--- config.mk ---
export PLATFORM = sky130hd
export DESIGN_NAME = pac_game_top
export DESIGN_NICKNAME = d
export VERILOG_FILES = /design/src/common/pac_pkg.sv /design/src/motion/ghost_chase.sv /design/src/motion/sprite_motion.sv /design/src/scoring/food_score.sv /design/src/scoring/score_bcd.sv /design/src/rtl/button_decode.sv /design/src/rtl/pac_game_top.sv
export SDC_FILE = /design/constraint.sdc
export NUM_CORES = 2
export LEC_CHECK = 0
export BUFFER_PORTS_ARGS = -buffer_cell sky130_fd_sc_hd__buf_4
export CAP_MARGIN = 30
export CELL_PAD_IN_SITES_DETAIL_PLACEMENT = 1
export CELL_PAD_IN_SITES_GLOBAL_PLACEMENT = 1
export CORE_ASPECT_RATIO = 0.5
export CORE_MARGIN = 2
export CORE_UTILIZATION = 30
export CTS_CLUSTER_DIAMETER = 150
export CTS_CLUSTER_SIZE = 24
export DETAILED_ROUTE_END_ITERATION = 7
export GPL_ROUTABILITY_DRIVEN = 1
export PLACE_DENSITY_LB_ADDON = 0.3
export RECOVER_POWER = 100
export SETUP_SLACK_MARGIN = 0.02
export SLEW_MARGIN = 25
export SYNTH_ARGS = -nofsm -noshare
export SYNTH_HDL_FRONTEND = slang
export SYNTH_SLANG_ARGS = --single-unit
--- constraint.sdc ---
create_clock -name clk -period 64.7 [get_ports clk]
set_input_delay 16.175 -clock clk [delete_from_list [all_inputs] [get_ports clk]]
set_output_delay 16.175 -clock clk [all_outputs]
set_load 0.02 [all_outputs]
--- src/common/pac_pkg.sv ---
package pac_pkg;

    // playfield in tiles
    localparam int grid_w = 40;
    localparam int grid_h = 30;
    localparam int x_w = 6;
    localparam int y_w = 5;

    localparam int num_ghosts = 4;

    // score counts eaten tiles, at most grid_w * grid_h
    localparam int score_w = 12;
    localparam int bcd_digits = 4;
    localparam int bcd_w = 16;

    typedef enum logic [2:0] {
        dir_none,
        dir_right,
        dir_left,
        dir_up,
        dir_down
    } dir_t;

    typedef struct packed {
        logic [x_w-1:0] x;
        logic [y_w-1:0] y;
    } pos_t;

    typedef struct packed {
        logic right;
        logic left;
        logic up;
        logic down;
    } buttons_t;

    typedef struct packed {
        pos_t                  pacman;
        pos_t [num_ghosts-1:0] ghost;
    } sprites_t;

    localparam pos_t pacman_start = '{x: 6'd39, y: 5'd2};

    // index 3 down to 0: clyde, inky, pinky, blinky
    localparam pos_t [num_ghosts-1:0] ghost_start = {
        pos_t'{x: 6'd17, y: 5'd21},
        pos_t'{x: 6'd10, y: 5'd2},
        pos_t'{x: 6'd17, y: 5'd14},
        pos_t'{x: 6'd20, y: 5'd25}
    };

endpackage

--- src/motion/ghost_chase.sv ---
`timescale 1ns/1ps

module ghost_chase (
    input  pac_pkg::pos_t ghost,
    input  pac_pkg::pos_t target,
    output pac_pkg::pos_t step
);

    logic [pac_pkg::x_w-1:0] dx;
    logic [pac_pkg::x_w-1:0] dy_ext;
    logic [pac_pkg::y_w-1:0] dy;

    // absolute distances on each axis
    assign dx = (target.x > ghost.x) ? target.x - ghost.x : ghost.x - target.x;
    assign dy = (target.y > ghost.y) ? target.y - ghost.y : ghost.y - target.y;
    assign dy_ext = {{(pac_pkg::x_w - pac_pkg::y_w){1'b0}}, dy};

    // larger distance first, x wins a tie
    always_comb begin
        step = ghost;
        if (dx != '0 && dx >= dy_ext) begin
            if (target.x > ghost.x)
                step.x = ghost.x + 1'b1;
            else
                step.x = ghost.x - 1'b1;
        end else if (dy != '0) begin
            if (target.y > ghost.y)
                step.y = ghost.y + 1'b1;
            else
                step.y = ghost.y - 1'b1;
        end
    end

endmodule

--- src/motion/sprite_motion.sv ---
`timescale 1ns/1ps

module sprite_motion (
    input  logic              clk,
    input  logic              rst,
    input  logic              tick,
    input  pac_pkg::dir_t     pac_dir,
    input  logic              caught,
    output pac_pkg::sprites_t cur,
    output pac_pkg::sprites_t next
);

    localparam pac_pkg::sprites_t start_tiles = '{
        pacman: pac_pkg::pacman_start,
        ghost:  pac_pkg::ghost_start
    };

    pac_pkg::pos_t                           pac_step;
    pac_pkg::pos_t [pac_pkg::num_ghosts-1:0] ghost_step;

    // one tile in pac_dir, stopped at the grid edge
    always_comb begin
        pac_step = cur.pacman;
        case (pac_dir)
            pac_pkg::dir_right: begin
                if (int'(cur.pacman.x) < pac_pkg::grid_w - 1)
                    pac_step.x = cur.pacman.x + 1'b1;
            end
            pac_pkg::dir_left: begin
                if (cur.pacman.x != '0)
                    pac_step.x = cur.pacman.x - 1'b1;
            end
            pac_pkg::dir_up: begin
                if (cur.pacman.y != '0)
                    pac_step.y = cur.pacman.y - 1'b1;
            end
            pac_pkg::dir_down: begin
                if (int'(cur.pacman.y) < pac_pkg::grid_h - 1)
                    pac_step.y = cur.pacman.y + 1'b1;
            end
            default: begin
            end
        endcase
    end

    // ghosts chase the pre-tick pacman tile
    for (genvar g = 0; g < pac_pkg::num_ghosts; g++) begin : gen_ghost
        ghost_chase ghost_chase_inst (
            .ghost  (cur.ghost[g]),
            .target (cur.pacman),
            .step   (ghost_step[g])
        );
    end

    assign next = '{pacman: pac_step, ghost: ghost_step};

    always_ff @(posedge clk or posedge rst) begin
        if (rst) begin
            cur <= start_tiles;
        end else if (tick) begin
            if (caught)
                cur <= start_tiles;
            else
                cur <= next;
        end
    end

endmodule

--- src/scoring/food_score.sv ---
`timescale 1ns/1ps

module food_score (
    input  logic                        clk,
    input  logic                        rst,
    input  logic                        tick,
    input  pac_pkg::sprites_t           cur,
    input  pac_pkg::sprites_t           next,
    output logic                        caught,
    output logic                        dead,
    output logic [pac_pkg::score_w-1:0] score
);

    localparam int tiles = pac_pkg::grid_w * pac_pkg::grid_h;
    localparam int food_w = $clog2(tiles);

    // one bit per tile, set means food still there
    logic [tiles-1:0]  food;
    logic [food_w-1:0] food_idx;

    // same next tile, or pacman and a ghost swapping tiles in one tick
    always_comb begin
        caught = 1'b0;
        for (int g = 0; g < pac_pkg::num_ghosts; g++) begin
            if (next.pacman == next.ghost[g])
                caught = 1'b1;
            if (next.pacman == cur.ghost[g] && next.ghost[g] == cur.pacman)
                caught = 1'b1;
        end
    end

    // row major tile index
    assign food_idx = food_w'(next.pacman.y) * food_w'(pac_pkg::grid_w)
                    + food_w'(next.pacman.x);

    always_ff @(posedge clk or posedge rst) begin
        if (rst) begin
            food  <= '1;
            score <= '0;
            dead  <= 1'b0;
        end else begin
            dead <= tick && caught;
            if (tick) begin
                if (caught) begin
                    food  <= '1;
                    score <= '0;
                end else if (food[food_idx]) begin
                    food[food_idx] <= 1'b0;
                    score          <= score + 1'b1;
                end
            end
        end
    end

endmodule

--- src/scoring/score_bcd.sv ---
`timescale 1ns/1ps

module score_bcd (
    input  logic                        clk,
    input  logic                        rst,
    input  logic [pac_pkg::score_w-1:0] score,
    output logic [pac_pkg::bcd_w-1:0]   score_bcd
);

    logic [pac_pkg::bcd_w-1:0] bcd;

    // double dabble, add 3 to any digit of 5 or more before each shift
    always_comb begin
        bcd = '0;
        for (int i = pac_pkg::score_w - 1; i >= 0; i--) begin
            for (int d = 0; d < pac_pkg::bcd_digits; d++) begin
                if (bcd[4*d +: 4] >= 4'd5)
                    bcd[4*d +: 4] = bcd[4*d +: 4] + 4'd3;
            end
            bcd = {bcd[pac_pkg::bcd_w-2:0], score[i]};
        end
    end

    always_ff @(posedge clk or posedge rst) begin
        if (rst)
            score_bcd <= '0;
        else
            score_bcd <= bcd;
    end

endmodule

--- src/rtl/button_decode.sv ---
`timescale 1ns/1ps

module button_decode (
    input  logic              clk,
    input  logic              rst,
    input  pac_pkg::buttons_t btn,
    output pac_pkg::dir_t     pac_dir
);

    // priority right, left, up, down
    // no button pressed keeps the last direction
    always_ff @(posedge clk or posedge rst) begin
        if (rst) begin
            pac_dir <= pac_pkg::dir_none;
        end else if (btn.right) begin
            pac_dir <= pac_pkg::dir_right;
        end else if (btn.left) begin
            pac_dir <= pac_pkg::dir_left;
        end else if (btn.up) begin
            pac_dir <= pac_pkg::dir_up;
        end else if (btn.down) begin
            pac_dir <= pac_pkg::dir_down;
        end
    end

endmodule

--- src/rtl/pac_game_top.sv ---
`timescale 1ns/1ps

module pac_game_top (
    input  logic                           clk,
    input  logic                           rst,
    input  pac_pkg::buttons_t              btn,
    input  logic                           tick,
    output pac_pkg::sprites_t              sprites,
    output pac_pkg::dir_t                  pac_dir,
    output logic                           dead,
    output logic [pac_pkg::bcd_w-1:0]      score_bcd
);

    pac_pkg::sprites_t             cur;
    pac_pkg::sprites_t             next;
    logic                          caught;
    logic [pac_pkg::score_w-1:0]   score;

    button_decode button_decode_inst (
        .clk     (clk),
        .rst     (rst),
        .btn     (btn),
        .pac_dir (pac_dir)
    );

    sprite_motion sprite_motion_inst (
        .clk     (clk),
        .rst     (rst),
        .tick    (tick),
        .pac_dir (pac_dir),
        .caught  (caught),
        .cur     (cur),
        .next    (next)
    );

    food_score food_score_inst (
        .clk    (clk),
        .rst    (rst),
        .tick   (tick),
        .cur    (cur),
        .next   (next),
        .caught (caught),
        .dead   (dead),
        .score  (score)
    );

    score_bcd score_bcd_inst (
        .clk       (clk),
        .rst       (rst),
        .score     (score),
        .score_bcd (score_bcd)
    );

    // registered positions go straight out
    assign sprites = cur;

endmodule

==> flow_summary.toml <==
[run_status]
outcome = "finished with violations"
violations = "max-capacitance violations, max-slew violations"

[worst_setup_path]
crit_top_cell = "clkbuf_1"
crit_family = "buffers and inverters"
end_kind = "asynchronous set/reset pin"
crit_slowest_cell = "clkbuf_1"
worst-path-buf-inv = 6
cp_cell_sequence = "clkbuf_4 > clkinvlp_2 > clkbuf_1 > clkbuf_1 > clkbuf_1 > clkbuf_1"
cp.required_ns = 65.64
critical_path.max_stage_delay_ns = 6.12
cp.arrival_ns = 31.44
critPathLaunchType = "primary input"
path_class = "in -> async"
critPathMaxFanout = 164

[timing]
tightest_slew_ns = 9.226
slew_headroom = -5.151
finalSetupTns_ns = 0
fmax_ghz = 0.03278
rsz0062_at_grt = "false"
finalHoldViolCount = 0
slew_violations = 2715
min_period_over_period = 0.4715
period_minus_slack_ns = 30.51
skew_ns = 0.06790
finalSetupViolations = 0

[cells_and_area]
fin_nets = 6594
nFillCells = 25550
multiInputGateArea_um2 = 32550
seqCellArea_um2 = 33710
drive_gt1_frac = 0.2926
syn_to_final_growth_pct = 7.148

[placed_design]
io_buffers = 80
globalplace.congestion = 0.8237
hpwlAfterDp_mm = 161.9

[synth]
yosys.area_share.simple = 0.1205
syn_avg_cell_area_um2 = 10.45
synth_seq_cells = 1286
synth_xor_area_frac = 0.02496
synthCells = 6604
synth_edf_count = 0
ys_seq_area_frac = 0.4884
syn_area_um2 = 69020
ys_types = 111
async_flop_share = 1.000
synthTopCellsByArea = "dfstp_2 (47%), mux4_2 (10%), o21ai_0 (6.8%)"
synth_compound_area_frac = 0.1686
yosysTopAreaCellShare = 0.4656
ys.flop_type = "dfstp_2"
synth_top_family_by_area = "compound AO/OA/AOI/OAI gates"
synth_mux_area_frac = 0.1195
ys_warn_count = 0
synth-adder-area-share = 0.03600
syn-num-nets = 6794
synth_top_area_cell = "dfstp_2"

[drt]
drc_errors = 0
routed_wirelength_mm = 261.3
routed-via-count = 53700
antenna_left = 0
drt-vias-per-instance = 5.652
first_pass_iters = 5
wl_per_cell_um = 27.50
drt-initial-drc-count = 4749

[clock_tree]
cts_buffers = 59
path_clk_slew_ns = 0.10
clockBufferDepth = 3
h-tree-depth = 2
root_buffer = "clkbuf_16"
clk_latency_ns = 0.79
post_cts_buffers = 0
tritoncts = "done"
clock-sinks = 1286
hold_buffers = 0
cts_resized = 0

[floorplanning]
die_h_um = 343.2
dieArea_um2 = 234200
design.core.area_um2 = 228500
io_pins = 82
die-width_um = 682.3
initial_core_util = 0.3020
row_count = 124

[global_routing]
grt_pass1_vias = 54950
grt_overflow_total = 0
grt_max_degree = 185
antenna_found_initial = 23
grt_usage = 0.2194
grt_pass1_wl_mm = 386.2

[run]
maxCapViolCount = 39

[min_path]
hold_class = "reg -> reg"
## final cells by class
class                   count  share of cell area
repair buffers            246             0.02248
multi-input cells        4657              0.4401
diodes                      1          0.00003384
well taps                3087             0.05223
inverters                 154            0.007833
flip-flops and latches   1286              0.4558
clock buffers              67             0.02037
clock inverters             4            0.001083
## cell families (layout without fill, tap and decap cells)
| kind of cell | after synthesis | count (layout) |
|---|---|---|
| and+or+nand+nor | 1910 | 1910 |
| buffers and inverters | 661 | 471 |
| other | 1 | 2 |
| adders and majority gates | 183 | 183 |
| muxes | 435 | 435 |
| xor gates and xnor gates | 195 | 195 |
| DFF | 1286 | 1286 |
| AOI/OAI and AO/OA | 1933 | 1933 |
## routing by layer
| layer | routed length, µm | vias to the layer above | track usage |
|---|---|---|---|
| met5 | 17 | - | 0 |
| met4 | 8905 | 2 | 0.06595 |
| met3 | 15920 | 379 | 0.03265 |
| met2 | 118700 | 1498 | 0.3501 |
| met1 | 117700 | 28790 | 0.3085 |
| li1 | - | 23040 | - |
## synthesized netlist by cell type (all sizes together), types with 27 or more instances
| master | n |
|---|---|
| a31oi | 29 |
| a21o | 58 |
| o22a | 140 |
| xnor2 | 141 |
| o22ai | 54 |
| buf | 165 |
| a21oi | 325 |
| clkbuf | 342 |
| xor2 | 54 |
| nand2b | 29 |
| dfstp | 1223 |
| mux4 | 308 |
| nand4 | 27 |
| o21ai | 999 |
| or2 | 64 |
| nand2 | 1126 |
| mux2i | 100 |
| nor3 | 53 |
| mux2 | 27 |
| ha | 157 |
| nor2 | 404 |
| inv | 146 |
| o31ai | 45 |
| dfrtp | 63 |
| nand3 | 59 |
| a22oi | 43 |
## flip-flops by register name, indices dropped and copies added (netlist names)
signal                      count
sprite_motion_inst.cur         55
score_bcd_inst.score_bcd       15
food_score_inst.food         1200
food_score_inst.dead            1
button_decode_inst.pac_dir      3
food_score_inst.score          12
## tightest hold or removal path: stages, from the launching register on
cell	delay, ns
dfstp_2	0.38
o31ai_1	0.05
nand2_1	0.05
## layout by cell type (no fill, tap or decap), types with 29 or more instances in the layout
| cell | netlist | layout |
|---|---|---|
| a21o_1 | 58 | 58 |
| a21oi_1 | 321 | 319 |
| a22oi_1 | 42 | 42 |
| buf_4 | 40 | 139 |
| clkbuf_1 | 327 | 97 |
| clkbuf_16 | 0 | 59 |
| dfrtp_1 | 63 | 63 |
| dfstp_2 | 1223 | 1202 |
| ha_1 | 157 | 156 |
| inv_1 | 144 | 143 |
| mux2i_1 | 99 | 99 |
| mux4_2 | 308 | 308 |
| nand2_1 | 1126 | 1117 |
| nand2b_1 | 29 | 29 |
| nand3_1 | 59 | 58 |
| nor2_1 | 381 | 390 |
| nor3_1 | 47 | 40 |
| o21ai_0 | 944 | 944 |
| o21ai_1 | 55 | 54 |
| o22a_1 | 140 | 140 |
| o22ai_1 | 54 | 54 |
| o31ai_1 | 44 | 45 |
| or2_0 | 3 | 37 |
| xnor2_1 | 139 | 138 |
| xor2_1 | 54 | 54 |
## worst paths after layout
| path | start | to | slack [ns] | depth (start not counted) |
|---|---|---|---|---|
| max in group clk | tick | food_score_inst.food[769] | 34.72 | 7 |
| min reg2reg | food_score_inst.food[1154] | food_score_inst.food[1154] | 0.48 | 2 |
| max reg2reg | sprite_motion_inst.cur[49] | food_score_inst.food[769] | 44.63 | 28 |
| max | rst | food_score_inst.food[378] | 34.19 | 6 |
| min in group asynchronous | rst | sprite_motion_inst.cur[41] | 16.99 | 2 |
| min | food_score_inst.food[1154] | food_score_inst.food[1154] | 0.48 | 2 |
## per-stage QoR
step / utilization / hold WS, ns / cells / instance area [µm²] / setup WS, ns
3_5_place_dp: 0.3185 / 0.4629 / 9421 / 72780 / 44.89
2_1_floorplan: - / 0.4162 / 6604 / 69020 / 14.30
6_report: 0.3236 / 0.4782 / 9502 / 73950 / 34.19
4_1_cts: 0.3254 / 0.4783 / 9492 / 74370 / 45.74
3_3_place_gp: 0.3176 / 0.4559 / 9412 / 72580 / 44.90
5_1_grt: 0.3236 / 0.4977 / 9501 / 73950 / 31.94
Power is not shown: default switching activity piles up to over one toggle a cycle in this logic, so the estimate is an artifact.
